--- src/common/mob_pkg.sv ---
/* Result buffer shared types */

`default_nettype none

package mob_pkg;

    // ------------------------------------------------------------------------
    // Array geometry
    // ------------------------------------------------------------------------

    // One module result: 16-bit element, chunk of 2, one core by one core
    localparam int RESULT_W      = 32;
    // Module results per input beat, module 0 in the low bits
    localparam int TOTAL_MODULES = 4;
    // Entry address width, caps a frame at 256 entries
    localparam int ADDR_W        = 8;

    // ------------------------------------------------------------------------
    // Types
    // ------------------------------------------------------------------------

    typedef logic [RESULT_W-1:0]               result_t;
    typedef logic [RESULT_W*TOTAL_MODULES-1:0] beat_t;
    typedef logic [ADDR_W-1:0]                 entry_addr_t;

    // Role of one RAM bank
    typedef enum logic [1:0] {
        BANK_EMPTY,
        BANK_FILLING,
        BANK_FULL,
        BANK_DRAINING
    } bank_state_e;

    // One result with its position in the frame
    typedef struct packed {
        result_t     data;
        entry_addr_t index;
        logic        last;
    } entry_t;

endpackage

`default_nettype wire

--- src/hdl/read_pipe.sv ---
/* Bank read pipe with output skid buffer */

`default_nettype none

module read_pipe
    import mob_pkg::*;
#(
    parameter int BEATS_PER_FRAME = 4
) (
    input  wire         clk,
    input  wire         rst_n,
    input  wire         drain_valid,
    input  wire         drain_bank,
    input  entry_addr_t rd_addr,
    output logic        rd_step,
    output logic        rd_bank,
    input  result_t     bank_rdata,
    output logic        out_valid,
    output entry_t      out_entry,
    input  wire         out_ready
);

    localparam int          FRAME_DEPTH = BEATS_PER_FRAME * TOTAL_MODULES;
    localparam entry_addr_t LAST_ADDR   = entry_addr_t'(FRAME_DEPTH - 1);

    // In-flight read
    logic        inflight_q;
    logic        inf_bank_q;
    entry_addr_t inf_index_q;
    logic        inf_last_q;

    // Skid buffer with slot 0 as head
    entry_t      skid_q [2];
    logic [1:0]  cnt_q;
    entry_t      ret_entry;
    logic        push;
    logic        pop;
    logic [2:0]  occupancy;

    assign push = inflight_q;
    assign pop  = out_valid && out_ready;

    // Entries held after this cycle without a new read
    assign occupancy = 3'(cnt_q) + 3'(inflight_q) - 3'(pop);

    // Room for the returning result plus one more
    assign rd_step = drain_valid && (occupancy <= 3'd1);
    assign rd_bank = inflight_q ? inf_bank_q : drain_bank;

    assign ret_entry = '{data: bank_rdata, index: inf_index_q, last: inf_last_q};

    assign out_valid = (cnt_q != 2'd0);
    assign out_entry = skid_q[0];

    // ------------------------------------------------------------------------
    // Read issue
    // ------------------------------------------------------------------------

    always_ff @(posedge clk or negedge rst_n) begin
        if (!rst_n) begin
            inflight_q <= 1'b0;
            inf_bank_q <= 1'b0;
        end else begin
            inflight_q <= rd_step;
            if (rd_step) begin
                inf_bank_q <= drain_bank;
            end
        end
    end

    // Position of the in-flight entry
    always_ff @(posedge clk) begin
        if (rd_step) begin
            inf_index_q <= rd_addr;
            inf_last_q  <= (rd_addr == LAST_ADDR);
        end
    end

    // ------------------------------------------------------------------------
    // Skid buffer
    // ------------------------------------------------------------------------

    always_ff @(posedge clk or negedge rst_n) begin
        if (!rst_n) begin
            cnt_q <= 2'd0;
        end else begin
            cnt_q <= cnt_q + 2'(push) - 2'(pop);
        end
    end

    // Head moves only on a pop or on a push into an empty buffer
    always_ff @(posedge clk) begin
        case ({push, pop})
            2'b10: skid_q[cnt_q[0]] <= ret_entry;
            2'b01: skid_q[0] <= skid_q[1];
            2'b11: begin
                if (cnt_q == 2'd1) begin
                    skid_q[0] <= ret_entry;
                end else begin
                    skid_q[0] <= skid_q[1];
                    skid_q[1] <= ret_entry;
                end
            end
            default: ;
        endcase
    end

    a_skid_room: assert property (@(posedge clk) disable iff (!rst_n)
        push |-> (cnt_q < 2'd2 || pop))
        else $error("Skid buffer overflow");

endmodule

`default_nettype wire

--- config.mk ---
export PLATFORM = sky130hd
export DESIGN_NAME = read_pipe
export DESIGN_NICKNAME = d
export VERILOG_FILES = /design/src/common/mob_pkg.sv /design/src/hdl/read_pipe.sv
export SDC_FILE = /design/constraint.sdc
export NUM_CORES = 1
export LEC_CHECK = 0
export ABC_CLOCK_PERIOD_IN_PS = 4200
export BUFFER_PORTS_ARGS = -buffer_cell sky130_fd_sc_hd__buf_2
export CAP_MARGIN = 20
export CORE_ASPECT_RATIO = 0.9
export CORE_MARGIN = 10
export CORE_UTILIZATION = 45
export DETAILED_ROUTE_END_ITERATION = 10
export PLACE_DENSITY = 0.69
export RECOVER_POWER = 100
export SKIP_LAST_GASP = 1
export SYNTH_ARGS = -nofsm -noshare
export SYNTH_HDL_FRONTEND = slang
export SYNTH_SLANG_ARGS = --single-unit
--- constraint.sdc ---
create_clock -name clk -period 4.2 [get_ports clk]
set_input_delay 0.84 -clock clk [delete_from_list [all_inputs] [get_ports clk]]
set_output_delay 0.84 -clock clk [all_outputs]
set_load 0.02 [all_outputs]
# == Yosys cells after proc, flatten, opt, wreduce, memory -nomap -nowiden ==
# Memory sizes are Yosys's and may differ from the RTL's.
# Index checks and enable logic that the tools add are counted.
# word_totals
memories,1
register_bits,13
elab_cells,38
mem_bits_rw,82
inputBits,45
# op_classes
n_reduce_logical,4
n_lt_le_gt_ge,1
bitwise_logic,2
eq_ne,5
muxes,16
n_addsub,4
# memory_table
name,depth,word_bits,rd,rd_clocked_by_memory_dff,wr,line_no,text
skid_q,2,41,2,0,2,read_pipe.sv:33,entry_t skid_q [2];
# ops
cell,count
$mux 41,3
$reduce_or 41->1,1
$mux 1,13
$eq 8x4->1 const B,1
$eq 2x1->1 const B,2
$eq 2x2->1 const B,2
$add 2x1->3,1
$le 3x1->1 const B,1
$sub 3x1->3,1
$add 2x1->2,1
$logic_and 1x1->1,2
$or 1x1->1,2
$reduce_bool 2->1,1
$sub 2x1->2,1

# == Longest topological paths before layout ==
# Gate-level depths: netlist of run 1.
# logic_depth
depth_word,9
depth_mapped,8
mapped_depth_nobuf,8

# == Least setup slack after synthesis of run 1 ==
# Ideal clock, no wire load.
# synth_path
kind,input to register
startpoint,input port out_ready
endpoint,"memory skid_q[1][0] in the netlist's numbering, enable pin"
setup_time_ns,0.453
path_buffers,0
stages,2
t_arrival_ns,3.028
setup_slack_ns,0.719
cell_sequence,nand2b_1 -> a21oi_1
# synth_rtl
element,line_no,text
"start, declared",read_pipe.sv:20,input wire out_ready
"end, declared",read_pipe.sv:33,

# == Worst setup path after layout of run 1 ==
# layout_path
startpoint,input port out_ready
endpoint,output port rd_step
# layout_via
elab_chain_len,4
# layout_lines
element,line_no,text
$logic_and 1x1->1,read_pipe.sv:41,assign pop = out_valid && out_ready;
$sub 3x1->3,read_pipe.sv:44,assign occupancy = 3'(cnt_q) + 3'(inflight_q) - 3'(pop);
net occupancy[1],read_pipe.sv:38,logic [2:0] occupancy;
$le 3x1->1,read_pipe.sv:47,assign rd_step = drain_valid && (occupancy <= 3'd1);
$logic_and 1x1->1,read_pipe.sv:47,
"end, declared",read_pipe.sv:15,"output logic rd_step,"
# The timed path passes the listed nets, and every way through them passes these cells.

==> summary.md, run 1 <==
| Metric | Value |
|---|---|
| Global-route wire length before repair | `10.0 mm` |
| Final Cycle Share | `86.7%` |
| Setup TNS Final | `0 ns` |
| Post-CTS Setup Inserts | `0` |
| Hpwl dp | `4.59 mm` |
| Cell with the most instances after synthesis | `edfxtp_1` |
| Die Width | `116 um` |
| Fillers | `716` |
| Final Util | `52.0%` |
| Via count | `1,720` |
| Critical path capture point type | `primary output` |
| Ant. Diodes | `0` |
| Max Clk Rate | `0.275 GHz` |
| Die footprint | `0.0122 mm2` |
| Post-synthesis cell count | `160` |
| Total Routing Usage GR | `10.5%` |
| CTS tree | `yes` |
| Max-slew headroom | `-47.4%` |
| Post-synth EDFFs | `91` |
| Post-CTS Hold Buffers | `0` |
| Crit path time final | `3.64 ns` |
| Synthesized area per cell | `23.1 um2` |
| Main synth FF type | `edfxtp_1` |
| Root Buffer | `clkbuf_8` |
| GRT Residual Overflow | `0` |
| Post-route DRC | `0` |
| FF+latch count, synth | `95` |
| H-tree depth | `3` |
| Drt pass-1 iters | `4` |
| Yosys top cell by area | `edfxtp_1` |
| Initial core utilization | `46.0%` |
| FF/Latch Area | `0.00283 mm2` |
| CTS sink count | `95` |
| Status | `finished, violations left` |
| Skew-Pair Late Insertion Delay | `0.35 ns` |
| Post-synthesis instance area | `0.00370 mm2` |
| Syn Nets | `207` |
| CP top delay family | `simple AND/OR/NAND/NOR gates` |
| Slowest stage delay, CP | `0.45 ns` |
| Critical path's slowest cell | `fa_1` |
| Commonest cells post-synth | `edfxtp_1 (91), mux2_4 (40), buf_12 (4), dfrtp_1 (4)` |
| WS Path Type | `input port to primary output` |
| Port Buffers | `88` |
| Post-DRT Antenna Nets | `0` |
| Detailed Route Iter0 Violations | `88` |
| I/O Pins | `89` |
| Leak | `1.40 nW` |
| P per Cell Area | `653 mW/mm2` |
| Initial antenna violation count | `0` |
| Failing checks | `capacitance limit, slew limit` |
| Routed len/inst | `17.8 um` |
| Synth warn | `0` |
| Worst Path Max Fanout | `12` |
| Worst Setup Start Kind | `input port` |
| Num rows | `31` |
| Synth top area cells | `edfxtp_1 (74%), mux2_4 (16%), dfrtp_1 (2.7%), buf_12 (2.2%), mux2_1 (0.61%)` |
| Number of buffers created by CTS | `9` |
| Clock Skew | `0.0120 ns` |
| MaxCap Viol Count | `3` |
| CP required | `3.36 ns` |
| Largest net degree at the start of global routing | `42` |
| Yosys cell types | `22` |
| Layout net count | `306` |
| Worst-Margin Slew | `2.21 ns` |
| Reg clk slew, reported paths | `0.09 ns` |
| Share of post-route cells with drive strength above 1 | `17.4%` |
| Slew Viols, Final | `83` |
| Sequential fraction of the synthesis area | `76.6%` |
| Total wire length | `6.48 mm` |
| CTS resizes | `0` |
| Die Y | `106 um` |
| Share of the synthesized area in the top cell type | `73.9%` |
| Clock tree buffer depth | `2` |
| Worst Path Buf+Inv | `3` |
| Number of global-route vias before repair | `1,920` |
| Share of synthesized flip-flops with an asynchronous set or reset | `4.21%` |
| Final setup viols | `0` |
| Area growth syn-to-layout | `12.9%` |
| Worst min-delay path category | `input port to asynchronous set/reset pin` |
| Gp weighted congestion | `0.639` |
| Hold Vio Cnt, Final | `0` |
| Core Region | `0.00803 mm2` |
| Vias/cell | `4.74` |
| VDD IR-drop max | `0.462 mV` |
| CP cell instances | `clkbuf_1 > nand2_1 > or2_0 > nand2_1 > ha_1 > fa_1 > nor3b_1 > buf_4 > clkbuf_1` |
| RSZ-0062 raised after global routing | `false` |
| Area of the multi-input gates | `636 um2` |
| CP arrival | `2.80 ns` |
## per-stage QoR
| stage | area, um2 | instances | total power [mW] | hold WS, ns | setup slack (ns) |
|---|---|---|---|---|---|
| global placement | 4240 | 347 | 2.28 | 0.442 | 0.760 |
| finish | 4170 | 363 | 2.72 | 0.311 | 0.558 |
| detailed placement | 4240 | 347 | 2.31 | 0.450 | 0.692 |
| global route | 4170 | 363 | 2.88 | 0.284 | 0.346 |
| floorplan | 3700 | 160 | 2.08 | 0.427 | 0.719 |
| CTS | 4450 | 363 | 2.92 | 0.256 | 0.689 |
## metal layers
| layer | global-route usage [%] | vias to the layer above | part of all wire [%] |
|---|---|---|---|
| met4 | 4.07 | 0 | 1.4 |
| met3 | 4.05 | 11 | 8.5 |
| met2 | 16.7 | 66 | 45 |
| met5 | 0 | - | 0 |
| li1 | - | 823 | - |
| met1 | 12.7 | 820 | 45 |
## cell usage in the layout, fill, tap and decap left out, types with 2 or more instances in the layout
cell type | synthesis | routed
edfxtp_1 | 91 | 91
clkbuf_1 | 0 | 79
mux2_1 | 2 | 28
buf_2 | 0 | 12
mux2_2 | 1 | 11
clkbuf_8 | 0 | 10
mux2_4 | 40 | 4
dfrtp_1 | 4 | 4
nand2_1 | 2 | 2
inv_1 | 2 | 2
clkinv_4 | 0 | 2
## final cells by class
cell class / instances / area share, %
flip-flops and latches: 95 / 67.9
multi-input cells: 59 / 15.2
repair buffers: 92 / 8.76
clock buffers: 11 / 3.39
well taps: 99 / 2.97
clock inverters: 5 / 1.59
inverters: 2 / 0.180
## registers in the layout, summed over array words and instances, names as in the netlist
signal       flops
cnt_q            2
inf_bank_q       1
inf_index_q      8
inf_last_q       1
inflight_q       1
skid_q          82
## worst paths after layout
kind	end	from	slack (ns)	cells past startpoint
worst min register to register	skid_q[1][1]	inf_index_q[0]	0.47	0
worst min-delay path	inf_bank_q	rst_n	0.31	1
worst max register to register	skid_q[0][29]	cnt_q[0]	0.58	4
worst max-delay path	rd_step	out_ready	0.56	9
min in group clk	skid_q[1][1]	inf_index_q[0]	0.47	0
max in group asynchronous	cnt_q[0]	rst_n	3.69	1
## cells by family after synthesis
| group | count (synthesis) | synth area share, % |
|---|---|---|
| flops | 95 | 76.6 |
| mux | 43 | 17.2 |
| simple gates | 10 | 1.90 |
| buf+inv | 6 | 2.37 |
| compound gates | 3 | 0.812 |
| fa+ha+maj | 2 | 0.880 |
| xor+xnor | 1 | 0.237 |
## where the power goes
group / internal, mW / switching (mW)
clock network: 0.298 / 0.311
registers: 1.35 / 0.0763
logic: 0.220 / 0.471
total: 1.87 / 0.859
(Power assumes the default switching activity.)
==> run 2, diff against run 1 <==
--- a/config.mk
+++ b/config.mk
@@ -5,15 +5,16 @@
 export SDC_FILE = /design/constraint.sdc
 export NUM_CORES = 1
 export LEC_CHECK = 0
-export ABC_CLOCK_PERIOD_IN_PS = 4200
+export ABC_CLOCK_PERIOD_IN_PS = 3000
 export BUFFER_PORTS_ARGS = -buffer_cell sky130_fd_sc_hd__buf_2
 export CAP_MARGIN = 20
-export CORE_ASPECT_RATIO = 0.9
+export CORE_ASPECT_RATIO = 1.1
 export CORE_MARGIN = 10
 export CORE_UTILIZATION = 45
 export DETAILED_ROUTE_END_ITERATION = 10
-export PLACE_DENSITY = 0.69
+export PLACE_DENSITY = 0.72
 export RECOVER_POWER = 100
+export REMOVE_ABC_BUFFERS = 1
 export SKIP_LAST_GASP = 1
 export SYNTH_ARGS = -nofsm -noshare
 export SYNTH_HDL_FRONTEND = slang
==> constraint.sdc (replaced) <==
create_clock -name clk -period 3 [get_ports clk]
set_input_delay 0.6 -clock clk [delete_from_list [all_inputs] [get_ports clk]]
set_output_delay 0.6 -clock clk [all_outputs]
set_load 0.02 [all_outputs]
==> summary.md, run 2 (synthesis gave the netlist of run 1 again) <==
| Metric | Value |
|---|---|
| Skew-Pair Late Insertion Delay | `0.35 ns (about the same)` |
| Placed cell count | `358 (+3.2%)` |
| CP arrival | `2.21 ns (-0.59 ns)` |
| Most frequent cells in the layout | `edfxtp_1 (91), clkbuf_1 (76), mux2_1 (31), buf_2 (14), clkbuf_8 (9)` |
| Worst-Margin Slew | `1.06 ns (-1.15 ns)` |
| Non-Filler Instances | `376 (+3.6%)` |
| Final Cycle Share | `93.6%` |
| H-tree depth | `3 (unchanged)` |
| CTS tree | `yes` |
| Core Region | `0.00796 mm2 (-0.92%)` |
| Routed len/inst | `16.8 um (-6.0%)` |
| VDD IR-drop max | `0.545 mV (+18%)` |
| Hpwl dp | `4.41 mm (-3.9%)` |
| Max reg flops | `82 (unchanged)` |
| Global-route wire length before repair | `9.62 mm (-4.0%)` |
| Reg clk slew, reported paths | `0.09 ns (about the same)` |
| Die Y | `115 um (+8.6%)` |
| Crit path time final | `2.81 ns` |
| Initial antenna violation count | `0 (unchanged)` |
| Leak | `1.45 nW (+3.7%)` |
| Hold Vio Cnt, Final | `0 (unchanged)` |
| Initial core utilization | `46.5% (+0.43 points)` |
| Setup TNS Final | `0 ns (unchanged)` |
| MaxCap Viol Count | `0 (-3)` |
| Largest regs | `skid_q: 82 flops, inf_index_q: 8 flops, cnt_q: 2 flops` |
| CP startpoint | `cnt_q[1]` |
| Die Width | `106 um (-7.9%)` |
| Worst Path Max Fanout | `5 (-7)` |
| Worst min-delay path category | `input port to asynchronous set/reset pin` |
| CP required | `2.40 ns (-0.96 ns)` |
| Fillers | `678 (-5.3%)` |
| Number of buffers created by CTS | `9 (unchanged)` |
| Internal reg-to-reg setup slack | `0.31 ns (-0.27 ns)` |
| WS Path Type | `flip-flop to primary output` |
| CTS sink count | `95 (unchanged)` |
| Gp weighted congestion | `0.703 (+10%)` |
| R2R depth | `5 (+1)` |
| Largest net degree at the start of global routing | `42 (unchanged)` |
| Clock Skew | `0.00696 ns (-0.00505 ns)` |
| Top reg by flops | `skid_q` |
| Area growth syn-to-layout | `15.0%` |
| Max-slew headroom | `29.4% (+77 points)` |
| Layout net count | `310 (+1.3%)` |
| Commonest non-fill, non-tap cell in the layout | `edfxtp_1` |
| Post-route DRC | `0 (unchanged)` |
| Vias/cell | `4.63 (-2.4%)` |
| RSZ-0062 raised after global routing | `false` |
| Detailed Route Iter0 Violations | `51 (-42%)` |
| Post-DRT Antenna Nets | `0 (unchanged)` |
| Reg-to-Reg Start | `cnt_q[0]` |
| Placed Area | `0.00428 mm2 (+0.91%)` |
| Via count | `1,739 (+1.1%)` |
| Status | `finished clean` |
| Port Buffers | `88 (unchanged)` |
| R2r endpoint | `skid_q[0][2]` |
| Die footprint | `0.0122 mm2 (about the same)` |
| Post-CTS Hold Buffers | `0 (unchanged)` |
| Root Buffer | `clkbuf_8` |
| Critical path capture point type | `primary output` |
| Total Routing Usage GR | `10.1% (-0.42 points)` |
| Worst Setup Start Kind | `flip-flop` |
| I/O Pins | `89 (unchanged)` |
| Ant. Diodes | `0 (unchanged)` |
| Drt pass-1 iters | `4 (unchanged)` |
| Slew Viols, Final | `0 (-100%)` |
| GRT Residual Overflow | `0 (unchanged)` |
| Fin area | `0.00425 mm2 (+1.9%)` |
| Clock tree buffer depth | `2 (unchanged)` |
| Share of post-route cells with drive strength above 1 | `20.1% (+2.7 points)` |
| P per Cell Area | `905 mW/mm2 (+39%)` |
| Num rows | `34 (+9.7%)` |
| Final setup viols | `0 (unchanged)` |
| Max Clk Rate | `0.356 GHz` |
| Total wire length | `6.31 mm (-2.7%)` |
| Number of global-route vias before repair | `1,829 (-4.7%)` |
## run 2: cell types whose count changed in the layout (fill, tap and decap cells not counted), moves of 2 or more
cell,before,now
buf_2,12,14
clkinv_2,0,2
buf_4,1,3
mux2_1,28,31
clkinv_4,2,0
mux2_2,11,4
inv_6,0,3
clkbuf_1,79,76
mux2_4,4,8
## run 2: stage by stage
stage / utilization, % / hold WS (ns) / total power [mW] / worst slack [ns]
after floorplan: - / 0.304 / 2.84 / -0.241
after global placement: 53.5 / 0.412 / 3.22 / 0.177
after detailed placement: 53.8 / 0.412 / 3.25 / 0.154
after CTS: 56.2 / 0.0132 / 4.08 / 0.0216
after global routing: 53.4 / 0.0525 / 4.06 / 0.0383
final: 53.4 / 0.0733 / 3.85 / 0.192
## run 2: final cells by class
cell class	count	area, um2	share of cell area (%)
Clock buffer	9	124	2.91
Timing Repair Buffer	96	408	9.60
Tap cell	108	135	3.18
Sequential cell	95	2830	66.7
Inverter	2	7.51	0.177
Multi-Input combinational cell	59	672	15.8
Clock inverter	7	70.1	1.65
## run 2: worst max-delay path by stage
stage	endpoint	slack (ns)
after detailed placement	rd_step	0.15
after floorplan	skid_q[1][0]	-0.24
final	rd_step	0.19
after CTS	rd_step	0.02
after global routing	rd_step	0.04
after global placement	rd_step	0.18
## run 2: layer usage
layer  wire (um)  share of wire [%]  global-route usage, %  up-vias
met5           0                  0                      0        -
met4         100                1.6                   4.88        0
met3         689                 11                   5.15       10
met2        2640                 42                   14.5       75
met1        2870                 46                   12.5      823
li1            -                  -                      -      831
## run 2: power by group
group	internal (mW)	switching, mW	leakage, nW
Combinational	0.352	0.687	0.451
Sequential	1.88	0.0993	0.898
Clock	0.389	0.440	0.102
Total	2.62	1.23	1.45
## run 2: timing repair
action                                  4_1_cts  5_1_grt
setup buffers                                 0        2
hold endpoints to repair                      0        0
gates resized for setup                       0        4
endpoints found under the setup margin        0        1
## run 2: worst max-delay path, cell delays in order, from the launching register on
cell	delay [ns]
dfrtp_2	0.45
nand2_2	0.11
or2_4	0.13
nand2_1	0.05
ha_1	0.18
fa_1	0.38
xnor2_1	0.16
nor3b_2	0.23
buf_4	0.18
==> run 3, diff against run 2 <==
--- a/config.mk
+++ b/config.mk
@@ -9,7 +9,6 @@
 export BUFFER_PORTS_ARGS = -buffer_cell sky130_fd_sc_hd__buf_2
 export CAP_MARGIN = 20
 export CORE_ASPECT_RATIO = 1.1
-export CORE_MARGIN = 10
 export CORE_UTILIZATION = 45
 export DETAILED_ROUTE_END_ITERATION = 10
 export PLACE_DENSITY = 0.72
==> summary.md, run 3 (synthesis gave the netlist of run 1 again) <==
| Metric | Value |
|---|---|
| Worst min-delay path category | `input port to asynchronous set/reset pin` |
| Fin area | `0.00420 mm2 (-1.2%)` |
| Number of global-route vias before repair | `1,732 (-5.3%)` |
| Most frequent cells in the layout | `edfxtp_1 (91), clkbuf_1 (74), mux2_1 (37), buf_2 (15), clkbuf_8 (9)` |
| Share of post-route cells with drive strength above 1 | `17.0% (-3.2 points)` |
| Reg clk slew, reported paths | `0.08 ns (about the same)` |
| I/O Pins | `89 (unchanged)` |
| Num rows | `34 (unchanged)` |
| Largest regs | `skid_q: 82 flops, inf_index_q: 8 flops, cnt_q: 2 flops` |
| Total Routing Usage GR | `13.5% (+3.4 points)` |
| Total power | `3.74 mW (-2.8%)` |
| Root Buffer | `clkbuf_8` |
| Initial core utilization | `46.5% (unchanged)` |
| Largest net degree at the start of global routing | `42 (unchanged)` |
| Die Y | `97.1 um (-16%)` |
| Drt pass-1 iters | `4 (unchanged)` |
| Global-route wire length before repair | `8.51 mm (-11%)` |
| Die Width | `88.4 um (-17%)` |
| Vias/cell | `4.63 (about the same)` |
| H-tree depth | `3 (unchanged)` |
| Final setup viols | `0 (unchanged)` |
| Area growth syn-to-layout | `13.6%` |
| Leak | `1.41 nW (-2.6%)` |
| RSZ-0062 raised after global routing | `false` |
| Setup TNS Final | `0 ns (unchanged)` |
| Port Buffers | `88 (unchanged)` |
| CTS resizes | `0 (unchanged)` |
| Non-Filler Instances | `373 (-0.80%)` |
| Worst Setup Start Kind | `flip-flop` |
| Hpwl dp | `3.67 mm (-17%)` |
| Clock Skew | `0.0122 ns (+0.00527 ns)` |
| Max-slew headroom | `29.9% (+0.43 points)` |
| VDD IR-drop max | `0.522 mV (-4.2%)` |
| Max reg flops | `82 (unchanged)` |
| MaxCap Viol Count | `0 (unchanged)` |
| Ant. Diodes | `0 (unchanged)` |
| Placed cell count | `357 (-0.28%)` |
| Critical path capture point type | `primary output` |
| Slew Viols, Final | `0 (unchanged)` |
| Via count | `1,726 (-0.75%)` |
| GRT Residual Overflow | `0 (unchanged)` |
| Commonest non-fill, non-tap cell in the layout | `edfxtp_1` |
| Number of buffers created by CTS | `9 (unchanged)` |
| Placed Area | `0.00426 mm2 (-0.47%)` |
| Gp weighted congestion | `0.669 (-5.0%)` |
| Core Region | `0.00796 mm2 (unchanged)` |
| Post-route DRC | `0 (unchanged)` |
| Routed len/inst | `14.7 um (-12%)` |
| Top reg by flops | `skid_q` |
| Final Cycle Share | `95.3% (+1.7 points)` |
| Worst Path Max Fanout | `5 (unchanged)` |
| Post-DRT Antenna Nets | `0 (unchanged)` |
| CP arrival | `2.26 ns (+0.05 ns)` |
| Clock tree buffer depth | `2 (unchanged)` |
| Hold Vio Cnt, Final | `0 (unchanged)` |
| Worst-Margin Slew | `1.05 ns (-0.00640 ns)` |
| CP required | `2.40 ns (about the same)` |
| Skew-Pair Late Insertion Delay | `0.34 ns (about the same)` |
| Crit path time final | `2.86 ns (+0.0513 ns)` |
| Detailed Route Iter0 Violations | `86 (+69%)` |
| Post-CTS Hold Buffers | `0 (unchanged)` |
| P per Cell Area | `891 mW/mm2 (-1.6%)` |
| CTS tree | `yes` |
| Total wire length | `5.49 mm (-13%)` |
| CTS sink count | `95 (unchanged)` |
| WS Path Type | `flip-flop to primary output` |
| Layout net count | `307 (-0.97%)` |
| Max Clk Rate | `0.350 GHz (-1.8%)` |
| Die footprint | `0.00858 mm2 (-30%)` |
| Post-CTS Setup Inserts | `0 (unchanged)` |
| Initial antenna violation count | `0 (unchanged)` |
| Status | `finished clean` |
run 3: through the flow:
stage / utilization, % / hold WS, ns / setup WS (ns)
4_1_cts: 55.9 / 0.0324 / 0.00428
2_1_floorplan: - / 0.304 / -0.241
5_1_grt: 52.8 / 0.0763 / 0.0204
6_report: 52.8 / 0.0795 / 0.141
3_3_place_gp: 53.5 / 0.409 / 0.160
3_5_place_dp: 53.5 / 0.413 / 0.120
run 3: final timing paths:
check / start / endpoint / slack, ns / depth (start not counted)
setup / recovery: cnt_q[1] / rd_step / 0.14 / 8
hold / removal: rst_n / inf_bank_q / 0.08 / 1
setup reg to reg: cnt_q[1] / inf_bank_q / 0.33 / 9
hold reg to reg: inf_index_q[7] / skid_q[1][8] / 0.45 / 0
max in group asynchronous: rst_n / cnt_q[1] / 2.71 / 1
min in group clk: bank_rdata[23] / skid_q[1][32] / 0.43 / 1
run 3: final cells by class:
class                   instances  area [um2]
well taps                     108         135
clock buffers                   9         124
fillers                       724        3750
multi-input cells              59         662
clock inverters                 7        62.6
repair buffers                 93         375
flip-flops and latches         95        2830
inverters                       2        7.51
run 3: routing by layer:
layer,GRT usage (%),vias up,share of wire (%)
li1,-,826,-
met1,17.2,823,45
met2,19.7,72,43
met3,7.14,5,10
met4,4.84,0,1.2
met5,0,-,0
run 3: power breakdown:
| part | internal (mW) | total [mW] | switching, mW |
|---|---|---|---|
| clock | 0.379 | 0.791 | 0.412 |
| combinational | 0.305 | 0.968 | 0.663 |
| sequential | 1.88 | 1.98 | 0.101 |
| total | 2.56 | 3.74 | 1.18 |
run 3: critical path, cell delays in order, from the launching register on:
cell and delay [ns]:
dfrtp_2 0.45, nand2_2 0.11, or2_1 0.15, nand2_1 0.07, ha_1 0.19, fa_1 0.38, xnor2_1 0.15, nor3b_2 0.24
buf_4 0.18
